--- config.mk ---
export PLATFORM = sky130hd
export DESIGN_NAME = pdu_top
export DESIGN_NICKNAME = d
export VERILOG_FILES = /design/src/rtl/pdu_pkg.sv /design/src/rtl/buf_arbiter.sv /design/src/rtl/pdu_gen.sv /design/src/rtl/pdu_top.sv /design/src/rtl/sync_fifo.sv
export SDC_FILE = /design/constraint.sdc
export NUM_CORES = 2
export LEC_CHECK = 0
export BUFFER_PORTS_ARGS = -buffer_cell sky130_fd_sc_hd__buf_2
export CAP_MARGIN = 20
export CORE_ASPECT_RATIO = 1.2
export CORE_MARGIN = 2
export CORE_UTILIZATION = 67
export CTS_CLUSTER_DIAMETER = 120
export DETAILED_ROUTE_END_ITERATION = 16
export GPL_ROUTABILITY_DRIVEN = 0
export MAX_ROUTING_LAYER = met4
export PLACE_DENSITY_LB_ADDON = 0.08
export SYNTH_ARGS = -nofsm -noshare
export SYNTH_HDL_FRONTEND = slang
export SYNTH_MEMORY_MAX_BITS = 65536
export SYNTH_SLANG_ARGS = --single-unit
--- constraint.sdc ---
create_clock -name clk -period 14.4 [get_ports clk]
set_input_delay 1.44 -clock clk [delete_from_list [all_inputs] [get_ports clk]]
set_output_delay 1.44 -clock clk [all_outputs]
set_load 0.02 [all_outputs]
--- src/rtl/pdu_pkg.sv ---
package pdu_pkg;

    // Flit format on the ingress ports.
    localparam int FLIT_WIDTH  = 64;
    localparam int FLIT_BYTES  = FLIT_WIDTH / 8;
    localparam int EMPTY_WIDTH = 3;

    // Metadata and descriptor fields.
    localparam int QUEUE_WIDTH = 8;
    localparam int SIZE_WIDTH  = 12;

    localparam int MAX_PKT_FLITS = 32;

    // Packet buffer entry is {sop, eop, data}.
    localparam int PKT_ENTRY_WIDTH = FLIT_WIDTH + 2;
    localparam int PKT_SOP_BIT     = FLIT_WIDTH + 1;
    localparam int PKT_EOP_BIT     = FLIT_WIDTH;

    // Descriptor is {port, queue, size}, high to low.
    localparam int DESC_WIDTH     = 1 + QUEUE_WIDTH + SIZE_WIDTH;
    localparam int DESC_PORT_BIT  = DESC_WIDTH - 1;
    localparam int DESC_QUEUE_LSB = SIZE_WIDTH;
    localparam int DESC_SIZE_LSB  = 0;

    // Generator needs room for a whole packet plus its pipeline.
    localparam int PKT_SPACE_MIN  = MAX_PKT_FLITS + 2;
    localparam int DESC_SPACE_MIN = 2;

    localparam int PKT_DEPTH_DEFAULT  = 64;
    localparam int DESC_DEPTH_DEFAULT = 16;

endpackage

--- src/rtl/buf_arbiter.sv ---
`timescale 1ns/100ps

module buf_arbiter import pdu_pkg::*; (
    input  logic                       clk,
    input  logic                       rst,
    input  logic                       req0,
    input  logic                       req1,
    output logic                       ack0,
    output logic                       ack1,
    input  logic                       pkt0_wr_en,
    input  logic [PKT_ENTRY_WIDTH-1:0] pkt0_wr_data,
    input  logic                       desc0_wr_en,
    input  logic [DESC_WIDTH-1:0]      desc0_wr_data,
    input  logic                       pkt1_wr_en,
    input  logic [PKT_ENTRY_WIDTH-1:0] pkt1_wr_data,
    input  logic                       desc1_wr_en,
    input  logic [DESC_WIDTH-1:0]      desc1_wr_data,
    output logic                       pkt_wr_en,
    output logic [PKT_ENTRY_WIDTH-1:0] pkt_wr_data,
    output logic                       desc_wr_en,
    output logic [DESC_WIDTH-1:0]      desc_wr_data
);

    // Current or most recent owner, which is also the last port served.
    logic owner;

    always_ff @(posedge clk) begin
        if (rst) begin
            ack0  <= 1'b0;
            ack1  <= 1'b0;
            owner <= 1'b1; // Port 0 wins the first contention.
        end else if (ack0) begin
            if (!req0) begin
                ack0 <= 1'b0;
            end
        end else if (ack1) begin
            if (!req1) begin
                ack1 <= 1'b0;
            end
        end else if (req0 && (!req1 || owner)) begin
            ack0  <= 1'b1;
            owner <= 1'b0;
        end else if (req1) begin
            ack1  <= 1'b1;
            owner <= 1'b1;
        end
    end

    always_comb begin
        if (owner) begin
            pkt_wr_en    = ack1 && pkt1_wr_en;
            pkt_wr_data  = pkt1_wr_data;
            desc_wr_en   = ack1 && desc1_wr_en;
            desc_wr_data = desc1_wr_data;
        end else begin
            pkt_wr_en    = ack0 && pkt0_wr_en;
            pkt_wr_data  = pkt0_wr_data;
            desc_wr_en   = ack0 && desc0_wr_en;
            desc_wr_data = desc0_wr_data;
        end
    end

endmodule

--- src/rtl/pdu_gen.sv ---
`timescale 1ns/100ps

module pdu_gen import pdu_pkg::*; #(
    parameter int PORT_ID    = 0,
    parameter int PKT_DEPTH  = PKT_DEPTH_DEFAULT,
    parameter int DESC_DEPTH = DESC_DEPTH_DEFAULT
) (
    input  logic                            clk,
    input  logic                            rst,
    input  logic                            in_sop,
    input  logic                            in_eop,
    input  logic                            in_valid,
    input  logic [FLIT_WIDTH-1:0]           in_data,
    input  logic [EMPTY_WIDTH-1:0]          in_empty,
    output logic                            in_ready,
    input  logic                            in_meta_valid,
    input  logic [QUEUE_WIDTH-1:0]          in_meta_queue,
    output logic                            in_meta_ready,
    output logic                            buf_req,
    input  logic                            buf_ack,
    output logic                            pkt_wr_en,
    output logic [PKT_ENTRY_WIDTH-1:0]      pkt_wr_data,
    input  logic [$clog2(PKT_DEPTH+1)-1:0]  pkt_occup,
    output logic                            desc_wr_en,
    output logic [DESC_WIDTH-1:0]           desc_wr_data,
    input  logic [$clog2(DESC_DEPTH+1)-1:0] desc_occup
);

    typedef enum logic [1:0] {
        IDLE,
        ACQUIRE,
        WRITE,
        RELEASE
    } state_t;

    state_t                  state;
    logic                    space_ok;
    logic [1:0]              rel_cnt;
    logic [SIZE_WIDTH-1:0]   size_cnt;

    // First pipeline stage holds the raw flit.
    logic                    wr_r;
    logic                    sop_r;
    logic                    eop_r;
    logic [FLIT_WIDTH-1:0]   data_r;
    logic [FLIT_WIDTH-1:0]   data_swap;
    logic [DESC_WIDTH-1:0]   desc_r;

    assign in_ready = (state == WRITE);

    always_comb begin
        for (int i = 0; i < FLIT_BYTES; i++) begin
            data_swap[8*i +: 8] = data_r[8*(FLIT_BYTES-1-i) +: 8];
        end
    end

    always_ff @(posedge clk) begin
        if (rst) begin
            state         <= IDLE;
            buf_req       <= 1'b0;
            in_meta_ready <= 1'b0;
            wr_r          <= 1'b0;
            space_ok      <= 1'b0;
            rel_cnt       <= '0;
            size_cnt      <= '0;
        end else begin
            wr_r          <= 1'b0;
            in_meta_ready <= 1'b0;
            space_ok      <= (int'(pkt_occup) + PKT_SPACE_MIN <= PKT_DEPTH) &&
                             (int'(desc_occup) + DESC_SPACE_MIN <= DESC_DEPTH);
            case (state)
                IDLE: begin
                    if (in_meta_valid && !buf_ack) begin // Previous ack must be gone.
                        buf_req <= 1'b1;
                        state   <= ACQUIRE;
                    end
                end
                ACQUIRE: begin
                    if (buf_ack && space_ok) begin
                        size_cnt <= '0;
                        state    <= WRITE;
                    end
                end
                WRITE: begin
                    if (in_valid) begin
                        wr_r <= 1'b1;
                        if (in_eop) begin
                            in_meta_ready <= 1'b1;
                            size_cnt      <= '0;
                            rel_cnt       <= '0;
                            state         <= RELEASE;
                        end else begin
                            size_cnt <= size_cnt + SIZE_WIDTH'(FLIT_BYTES);
                        end
                    end
                end
                RELEASE: begin
                    rel_cnt <= rel_cnt + 1'b1;
                    if (rel_cnt == 2'd2) begin // Last write landed one edge ago.
                        buf_req <= 1'b0;
                        state   <= IDLE;
                    end
                end
                default: state <= IDLE;
            endcase
        end
    end

    always_ff @(posedge clk) begin
        if (in_valid && in_ready) begin
            data_r <= in_data;
            sop_r  <= in_sop;
            eop_r  <= in_eop;
            if (in_eop) begin
                desc_r[DESC_PORT_BIT]                  <= 1'(PORT_ID);
                desc_r[DESC_QUEUE_LSB +: QUEUE_WIDTH]  <= in_meta_queue;
                desc_r[DESC_SIZE_LSB +: SIZE_WIDTH]    <= size_cnt + SIZE_WIDTH'(FLIT_BYTES)
                                                          - SIZE_WIDTH'(in_empty);
            end
        end
    end

    always_ff @(posedge clk) begin
        if (rst) begin
            pkt_wr_en  <= 1'b0;
            desc_wr_en <= 1'b0;
        end else begin
            pkt_wr_en  <= wr_r;
            desc_wr_en <= in_meta_ready; // Lines up with the eop flit write.
        end
    end

    always_ff @(posedge clk) begin
        pkt_wr_data[PKT_SOP_BIT]         <= sop_r;
        pkt_wr_data[PKT_EOP_BIT]         <= eop_r;
        pkt_wr_data[FLIT_WIDTH-1:0]      <= data_swap;
        desc_wr_data                     <= desc_r;
    end

endmodule

--- src/rtl/pdu_top.sv ---
`timescale 1ns/100ps

module pdu_top import pdu_pkg::*; #(
    parameter int PKT_DEPTH  = PKT_DEPTH_DEFAULT,
    parameter int DESC_DEPTH = DESC_DEPTH_DEFAULT
) (
    input  logic                       clk,
    input  logic                       rst,
    input  logic                       p0_in_valid,
    input  logic                       p0_in_sop,
    input  logic                       p0_in_eop,
    input  logic [FLIT_WIDTH-1:0]      p0_in_data,
    input  logic [EMPTY_WIDTH-1:0]     p0_in_empty,
    output logic                       p0_in_ready,
    input  logic                       p0_in_meta_valid,
    input  logic [QUEUE_WIDTH-1:0]     p0_in_meta_queue,
    output logic                       p0_in_meta_ready,
    input  logic                       p1_in_valid,
    input  logic                       p1_in_sop,
    input  logic                       p1_in_eop,
    input  logic [FLIT_WIDTH-1:0]      p1_in_data,
    input  logic [EMPTY_WIDTH-1:0]     p1_in_empty,
    output logic                       p1_in_ready,
    input  logic                       p1_in_meta_valid,
    input  logic [QUEUE_WIDTH-1:0]     p1_in_meta_queue,
    output logic                       p1_in_meta_ready,
    input  logic                       pkt_rd_en,
    output logic [PKT_ENTRY_WIDTH-1:0] pkt_rd_data,
    output logic                       pkt_not_empty,
    input  logic                       desc_rd_en,
    output logic [DESC_WIDTH-1:0]      desc_rd_data,
    output logic                       desc_not_empty
);

    logic                            req0, req1, ack0, ack1;
    logic                            pkt0_wr_en, pkt1_wr_en, pkt_wr_en;
    logic                            desc0_wr_en, desc1_wr_en, desc_wr_en;
    logic [PKT_ENTRY_WIDTH-1:0]      pkt0_wr_data, pkt1_wr_data, pkt_wr_data;
    logic [DESC_WIDTH-1:0]           desc0_wr_data, desc1_wr_data, desc_wr_data;
    logic [$clog2(PKT_DEPTH+1)-1:0]  pkt_occup;
    logic [$clog2(DESC_DEPTH+1)-1:0] desc_occup;

    pdu_gen #(.PORT_ID(0), .PKT_DEPTH(PKT_DEPTH), .DESC_DEPTH(DESC_DEPTH)) u_gen0 (
        .clk(clk), .rst(rst),
        .in_sop(p0_in_sop), .in_eop(p0_in_eop), .in_valid(p0_in_valid),
        .in_data(p0_in_data), .in_empty(p0_in_empty), .in_ready(p0_in_ready),
        .in_meta_valid(p0_in_meta_valid), .in_meta_queue(p0_in_meta_queue),
        .in_meta_ready(p0_in_meta_ready),
        .buf_req(req0), .buf_ack(ack0),
        .pkt_wr_en(pkt0_wr_en), .pkt_wr_data(pkt0_wr_data), .pkt_occup(pkt_occup),
        .desc_wr_en(desc0_wr_en), .desc_wr_data(desc0_wr_data), .desc_occup(desc_occup)
    );

    pdu_gen #(.PORT_ID(1), .PKT_DEPTH(PKT_DEPTH), .DESC_DEPTH(DESC_DEPTH)) u_gen1 (
        .clk(clk), .rst(rst),
        .in_sop(p1_in_sop), .in_eop(p1_in_eop), .in_valid(p1_in_valid),
        .in_data(p1_in_data), .in_empty(p1_in_empty), .in_ready(p1_in_ready),
        .in_meta_valid(p1_in_meta_valid), .in_meta_queue(p1_in_meta_queue),
        .in_meta_ready(p1_in_meta_ready),
        .buf_req(req1), .buf_ack(ack1),
        .pkt_wr_en(pkt1_wr_en), .pkt_wr_data(pkt1_wr_data), .pkt_occup(pkt_occup),
        .desc_wr_en(desc1_wr_en), .desc_wr_data(desc1_wr_data), .desc_occup(desc_occup)
    );

    buf_arbiter u_arb (
        .clk(clk), .rst(rst),
        .req0(req0), .req1(req1), .ack0(ack0), .ack1(ack1),
        .pkt0_wr_en(pkt0_wr_en), .pkt0_wr_data(pkt0_wr_data),
        .desc0_wr_en(desc0_wr_en), .desc0_wr_data(desc0_wr_data),
        .pkt1_wr_en(pkt1_wr_en), .pkt1_wr_data(pkt1_wr_data),
        .desc1_wr_en(desc1_wr_en), .desc1_wr_data(desc1_wr_data),
        .pkt_wr_en(pkt_wr_en), .pkt_wr_data(pkt_wr_data),
        .desc_wr_en(desc_wr_en), .desc_wr_data(desc_wr_data)
    );

    sync_fifo #(.WIDTH(PKT_ENTRY_WIDTH), .DEPTH(PKT_DEPTH)) u_pkt_fifo (
        .clk(clk), .rst(rst),
        .wr_en(pkt_wr_en), .wr_data(pkt_wr_data),
        .rd_en(pkt_rd_en), .rd_data(pkt_rd_data),
        .not_empty(pkt_not_empty), .occup(pkt_occup)
    );

    sync_fifo #(.WIDTH(DESC_WIDTH), .DEPTH(DESC_DEPTH)) u_desc_fifo (
        .clk(clk), .rst(rst),
        .wr_en(desc_wr_en), .wr_data(desc_wr_data),
        .rd_en(desc_rd_en), .rd_data(desc_rd_data),
        .not_empty(desc_not_empty), .occup(desc_occup)
    );

endmodule

--- src/rtl/sync_fifo.sv ---
`timescale 1ns/100ps

module sync_fifo #(
    parameter int WIDTH = 8,
    parameter int DEPTH = 16
) (
    input  logic                       clk,
    input  logic                       rst,
    input  logic                       wr_en,
    input  logic [WIDTH-1:0]           wr_data,
    input  logic                       rd_en,
    output logic [WIDTH-1:0]           rd_data,
    output logic                       not_empty,
    output logic [$clog2(DEPTH+1)-1:0] occup
);

    localparam int PTR_W = (DEPTH > 1) ? $clog2(DEPTH) : 1;

    logic [WIDTH-1:0] mem [DEPTH];
    logic [PTR_W-1:0] wr_ptr;
    logic [PTR_W-1:0] rd_ptr;
    logic             do_wr;
    logic             do_rd;

    assign do_wr = wr_en && (occup != DEPTH[$clog2(DEPTH+1)-1:0]); // Full writes are dropped.
    assign do_rd = rd_en && not_empty;

    assign not_empty = (occup != '0);
    assign rd_data   = mem[rd_ptr]; // Head of the queue is always on the output.

    always_ff @(posedge clk) begin
        if (do_wr) begin
            mem[wr_ptr] <= wr_data;
        end
    end

    always_ff @(posedge clk) begin
        if (rst) begin
            wr_ptr <= '0;
            rd_ptr <= '0;
            occup  <= '0;
        end else begin
            if (do_wr) begin
                wr_ptr <= (wr_ptr == PTR_W'(DEPTH - 1)) ? '0 : wr_ptr + 1'b1;
            end
            if (do_rd) begin
                rd_ptr <= (rd_ptr == PTR_W'(DEPTH - 1)) ? '0 : rd_ptr + 1'b1;
            end
            if (do_wr && !do_rd) begin
                occup <= occup + 1'b1;
            end else if (do_rd && !do_wr) begin
                occup <= occup - 1'b1;
            end
        end
    end

endmodule
==> After elaboration in Yosys (flattened, before gate mapping) <==
Memory sizes are Yosys's and may differ from the RTL's. A register that Yosys moved wholly into a read port is not among the register bits.
Cells that the tools add are included.
{ "totals": {"register_bits": 422, "n_memories": 2, "in_bits": 162, "out_inout_bits": 93, "mem_bits_rw": 4560, "wordCells": 209} }
{ "op_classes": {"order_cmp": 2, "n_bitwise": 6, "addsub": 16, "eq_ne": 24, "reduce_logical": 56, "mux": 65} }
{ "memory_table": {"columns": ["name", "depth", "word_bits", "read_ports", "rd_clocked_by_memory_dff", "wr", "line_no", "text"], "rows": [
  ["u_pkt_fifo.mem", 64, 66, 1, 1, 1, "sync_fifo.sv:19", "logic [WIDTH-1:0] mem [DEPTH];"],
  ["u_desc_fifo.mem", 16, 21, 1, 1, 1, "sync_fifo.sv:19", null]
]} }
{ "ops": {"columns": ["operator", "n"], "rows": [
  ["12-bit two-way mux", 6],
  ["66-bit two-way mux", 1],
  ["12-bit case mux with 2 select lines", 2],
  ["32-bit by 6-bit <= comparator with 1-bit output, second input constant", 1],
  ["32-bit by 8-bit <= comparator with 1-bit output, second input constant", 1],
  ["2-bit two-way mux", 14],
  ["12-bit by 4-bit adder with 12-bit output, second input constant", 2],
  ["6-bit two-way mux", 4],
  ["12-bit by 3-bit subtractor with 12-bit output", 2],
  ["1-bit two-way mux", 23],
  ["21-bit two-way mux", 1],
  ["3-bit AND reduction", 7],
  ["1-bit logical AND", 20],
  ["2-bit nonzero test", 9],
  ["4-bit two-way mux", 4],
  ["2-bit case mux with 4 select lines", 2],
  ["7-bit two-way mux", 2],
  ["6-bit by 1-bit adder with 6-bit output, second input constant", 2],
  ["2-bit equality test, second input constant", 6],
  ["6-bit equality test, second input constant", 2],
  ["2-bit by 1-bit inequality test with 1-bit output, second input constant", 6],
  ["5-bit two-way mux", 2],
  ["5-bit AND reduction", 2],
  ["4-bit by 1-bit adder with 4-bit output, second input constant", 2],
  ["other kinds (23)", 46]
]} }

==> Longest topological paths before layout <==
{ "depth": {"ltp_word": 7, "ltp_mapped": 13, "depth_no_buf": 13} }

==> Modules after synthesis <==
Synthesis repeated with hierarchy kept, for this count alone.
{ "hier_totals": {"hier_cells": 8260, "hier_area_um2": 187021.9} }
{ "by_module_without_submodules": {"columns": ["module", "cells_each", "seq_area_each_um2", "n_inst", "area_each_um2"], "rows": [
  ["sync_fifo (u_pkt_fifo)", 6813, 127342.1, 1, 160704.1],
  ["sync_fifo (u_desc_fifo)", 622, 10430.0, 1, 13481.7],
  ["pdu_gen", 356, 4684.5, 2, 5716.7],
  ["buf_arbiter", 113, 60.1, 1, 1402.6]
]} }

==> Worst setup path after synthesis <==
OpenSTA, ideal clock, no wires.
{ "synth_timing": {"path_kind": "register to register", "from": "reg u_arb.owner", "to": "mem u_pkt_fifo.mem[31][0] (netlist bit), enable pin", "setup_ns": 0.491, "path_stages_with_launch": 7, "arrival_time_ns": 4.367, "synth_period_minus_slack_ns": 4.858, "setup_slack_ns": 9.542, "n_path_buf": 1, "required_ns": 13.909, "cell_sequence": "dfxtp_1 nand3_1 a32oi_1 and2_0 clkbuf_2 nand3_1 nor2_1"} }
{ "synth_via": {"elab_chain_len": 4} }
{ "synth_rtl": {"columns": ["item", "line_no", "text"], "rows": [
  ["start, declared", "buf_arbiter.sv:25", "logic owner;"],
  ["start signal, assigned", "buf_arbiter.sv:31", "owner <= 1'b1;"],
  ["start signal, assigned", "buf_arbiter.sv:42", "owner <= 1'b0;"],
  ["start signal, assigned", "buf_arbiter.sv:45", "owner <= 1'b1;"],
  ["1-bit two-way mux", "buf_arbiter.sv:50", "if (owner) begin"],
  ["1-bit logical AND", "sync_fifo.sv:25", "assign do_wr = wr_en && (occup != DEPTH[$clog2(DEPTH+1)-1:0]);"],
  ["named net u_pkt_fifo.do_wr", "sync_fifo.sv:22", "logic do_wr;"],
  ["1-bit two-way mux", "sync_fifo.sv:32", "if (do_wr) begin"],
  ["1-bit two-way mux (implied by the code)", "sync_fifo.sv:33", "mem[wr_ptr] <= wr_data;"],
  ["end, declared", "sync_fifo.sv:19", null]
]} }
The timed path passes the listed nets, and every way through them passes these cells.

==> results.md <==
* Vias after detailed routing at ~93000
* Worst Path Max Fanout at 56
* Count of buffers added by post-CTS timing repair for setup at 0
* Maximum capacitance violations at 0
* Row count at roughly 210
* Area of all placed cells without fillers at 210000 µm²
* Post-route setup slack at 6.79 ns
* Start-to-end type of the worst setup path: register to output port
* Kind of start point of the critical path: register
* Detailed placement HPWL at about 260 mm
* Share of cell area taken by muxes after synthesis at 0.164
* Final TNS setup at 0 ns
* Input/output buffers at approximately 250
* DR pass1 iterations at 6
* Vertical die dimension at ~580 µm
* CP Data Required Time at roughly 13 ns
* Worst max-slew margin expressed relative to the limit at 0.182
* Post-Syn Nets at 8525
* CTS Root Cell: sky130_fd_sc_hd__clkbuf_16
* Worst slack on hold paths at 0.320 ns
* Setup Viol. Count Final at 0
* Detailed Route Iter0 Violations at between 10000 and 15000
* Cell Area, Placed at 194000 µm²
* Setup Slack @ Placement at 7.84 ns
* Width of the die at ~490 µm
* Worst setup skew after layout at ~0.052 ns
* Initial antenna violation count at 16
* Power per cell area at ~170 nW/µm²
* Proportion of layout cells with a drive suffix above 1 at 0.283
* Wire length reported by the detailed router at 500 mm
* Sinks on the clock net at between 4000 and 5000
* Final core utilization at 0.756
* Status: finished clean
* Peak supply drop at 155 µV
* Wire length of the first global-routing pass at 696 mm
* Number of instances in the synthesized netlist at approximately 8300
* Number of hold violations in the final report at 0
* Number of standard cells in the final layout excluding fillers at approximately 13000
* Avg Synthesized Cell Area at around 23 µm²
* Level count of the clock H-tree at 5
* Avg Vias per Cell at approximately 7.2
* Worst setup EP type: output port
* Area grow syn2layout at 12.0%
* Hold bufs inserted after CTS at 0
* Yosys synthesis warning count at 0
* Grt total ovfl at 0
* Clock-pin slew on the worst setup and hold paths at 0.06 ns
* Class of the tightest hold or removal check: register to register
* Fin crit period at between 7 and 8 ns
* Measured slew at the worst slew-check pin at between 1 and 1.5 ns
* Post-synth design cell area at about 190000 µm²
* Total Nets Final at about 9100
* Initial core utilization at 0.674
* Total die area at 284000 µm²
* DRC violation count after routing at 0
* Most frequent standard cell in the layout excluding fill and tap cells: sky130_fd_sc_hd__edfxtp_1
* Remaining antenna violation count at 0
* Area share of xor/xnor cells in the synthesized design at 0.00219
* Synthesized-area fraction occupied by and/or/nand/nor cells at 0.0146
* TritonCTS clock tree: built
* All-Layer GR Usage at 0.366
* Deepest clock path buffer count at 4
* Async set-or-reset flop fraction in the synthesized netlist at 0
* Sequential cell area fraction in the yosys report at 0.784
* Arrival @ worst endpoint at 6.17 ns
* Via count of the first global-routing pass at a little over 90000
* Top library cells by usage in the layout, fill and taps aside: sky130_fd_sc_hd__edfxtp_1 (4732), sky130_fd_sc_hd__mux4_2 (1197), sky130_fd_sc_hd__clkbuf_16 (474), sky130_fd_sc_hd__mux2i_1 (292), sky130_fd_sc_hd__buf_2 (254)
* Wire length per cell at 38.7 µm
* Adder-cell share of the synthesized area at 0.00248
* Leakage power summed over all cells at approximately 65 nW
* Synth Register Bits at between 4000 and 5000
* Number of distinct library cells after synthesis at 56
* Largest net degree at the start of global routing at between 100 and 150
* Post-CTS resize count at 0
* Most frequently used flop master after synthesis: sky130_fd_sc_hd__edfxtp_1
* Slew Limit Fails at 0
* Unrepaired setup endpoints after global routing: false
* Synthesized-area fraction occupied by ao, oa, aoi and oai cells at 0.0203
* Number of instances in the placed design at approximately 12000
* Total design power at 36.3 mW
* Share of the clock period used by the worst path at 0.529
* Worst skew pair latency at around 0.96 ns
* Dominant combinational cell family by area after synthesis: multiplexers
* Area of the core at about 280000 µm²
* Number of clock buffers inserted by TritonCTS at 460
* Highest clock rate at about 0.13 GHz
* Ports at about 260
* Post-synth EDFFs at roughly 4700
worst max-delay path: stages, from the launching register on:
cell and delay, ns:
sky130_fd_sc_hd__dfxtp_4 0.88, sky130_fd_sc_hd__buf_4 0.85, sky130_fd_sc_hd__buf_4 0.83, sky130_fd_sc_hd__buf_4 0.81, sky130_fd_sc_hd__mux4_2 0.36, sky130_fd_sc_hd__mux2i_1 0.07
sky130_fd_sc_hd__a221oi_1 0.54, sky130_fd_sc_hd__a21oi_1 0.09, sky130_fd_sc_hd__nor2_1 0.44, sky130_fd_sc_hd__buf_2 0.26
kinds of logic after synthesis:
group | after synthesis
simple gates | 589
compound gates | 619
mux | 1577
xor+xnor | 47
flops | 4986
fa+ha+maj | 36
buf+inv | 473
Yosys cell counts (34+ instances only):
| library cell | number | share of area |
|---|---|---|
| sky130_fd_sc_hd__mux2i_1 | 292 | 0.016 |
| sky130_fd_sc_hd__nor2b_1 | 93 | 0.0031 |
| sky130_fd_sc_hd__clkbuf_1 | 204 | 0.0041 |
| sky130_fd_sc_hd__buf_2 | 148 | 0.0039 |
| sky130_fd_sc_hd__mux2_2 | 88 | 0.0053 |
| sky130_fd_sc_hd__mux4_2 | 1197 | 0.14 |
| sky130_fd_sc_hd__nand2_1 | 80 | 0.0016 |
| sky130_fd_sc_hd__nor2_1 | 270 | 0.0054 |
| sky130_fd_sc_hd__a22oi_1 | 42 | 0.0017 |
| sky130_fd_sc_hd__ha_1 | 34 | 0.0023 |
| sky130_fd_sc_hd__buf_4 | 41 | 0.0016 |
| sky130_fd_sc_hd__a211oi_1 | 81 | 0.0032 |
| sky130_fd_sc_hd__edfxtp_1 | 4732 | 0.76 |
| sky130_fd_sc_hd__buf_1 | 43 | 0.00086 |
| sky130_fd_sc_hd__o21ai_0 | 53 | 0.0014 |
| sky130_fd_sc_hd__nand3_1 | 50 | 0.0013 |
| sky130_fd_sc_hd__o22ai_1 | 106 | 0.0035 |
| sky130_fd_sc_hd__dfxtp_1 | 254 | 0.027 |
| sky130_fd_sc_hd__a21oi_1 | 240 | 0.0064 |
routing by layer:
layer  global-route usage  share of wire  wire length, µm  up-vias
met2                0.583           0.50           248000     6805
met3               0.0678           0.11            56600     1284
met1                0.483           0.34           170000    49000
met4                0.135          0.051            25400        0
met5                    -              0                0        -
li1                     -              -                -    36100
power breakdown:
part / leakage [nW] / total (mW) / switching [mW] / internal (mW)
sequential: 44.6 / 17.3 / 0.175 / 17.2
clock: 7.47 / 12.4 / 5.26 / 7.09
combinational: 12.8 / 6.61 / 3.79 / 2.82
cell type report:
cell class	instances	area, µm²
antenna	14	35.0
tap	3638	4550
clock inverter	284	2900
sequential	4986	147000
clock buffer	568	12400
multi-input combinational	2868	38900
inverter	24	92.6
timing repair buffer	543	4090
fill	14500	68000
registers in the layout, summed over array words and instances, names as in the netlist, 5 cells and up, named ones only:
name,cells
u_gen0.desc_wr_data,20
u_gen1.desc_r,20
u_gen1.desc_wr_data,20
u_pkt_fifo.occup,7
u_pkt_fifo.rd_ptr,6
u_gen1.size_cnt,9
u_pkt_fifo.mem,4224
u_gen1.data_r,64
u_gen0.desc_r,20
u_gen0.data_r,64
u_gen0.size_cnt,9
u_gen1.pkt_wr_data,66
u_gen0.pkt_wr_data,66
u_desc_fifo.occup,5
u_desc_fifo.mem,336
u_pkt_fifo.wr_ptr,6
path summary, 6_finish.rpt:
path / start / end / slack (ns) / cells after the start
worst max-delay path: register / pkt_rd_data[14] / 6.79 / 9
worst min-delay path: u_gen1.data_r[10]$_DFFE_PP_ / u_gen1.pkt_wr_data[50]$_DFF_P_ / 0.32 / 0
worst max register to register: u_arb.owner$_SDFFE_PP1P_ / u_pkt_fifo.mem[3][20]$_DFFE_PP_ / 8.88 / 8
worst min register to register: u_gen1.data_r[10]$_DFFE_PP_ / u_gen1.pkt_wr_data[50]$_DFF_P_ / 0.32 / 0
Note: power is estimated with default switching activity, not from simulation.
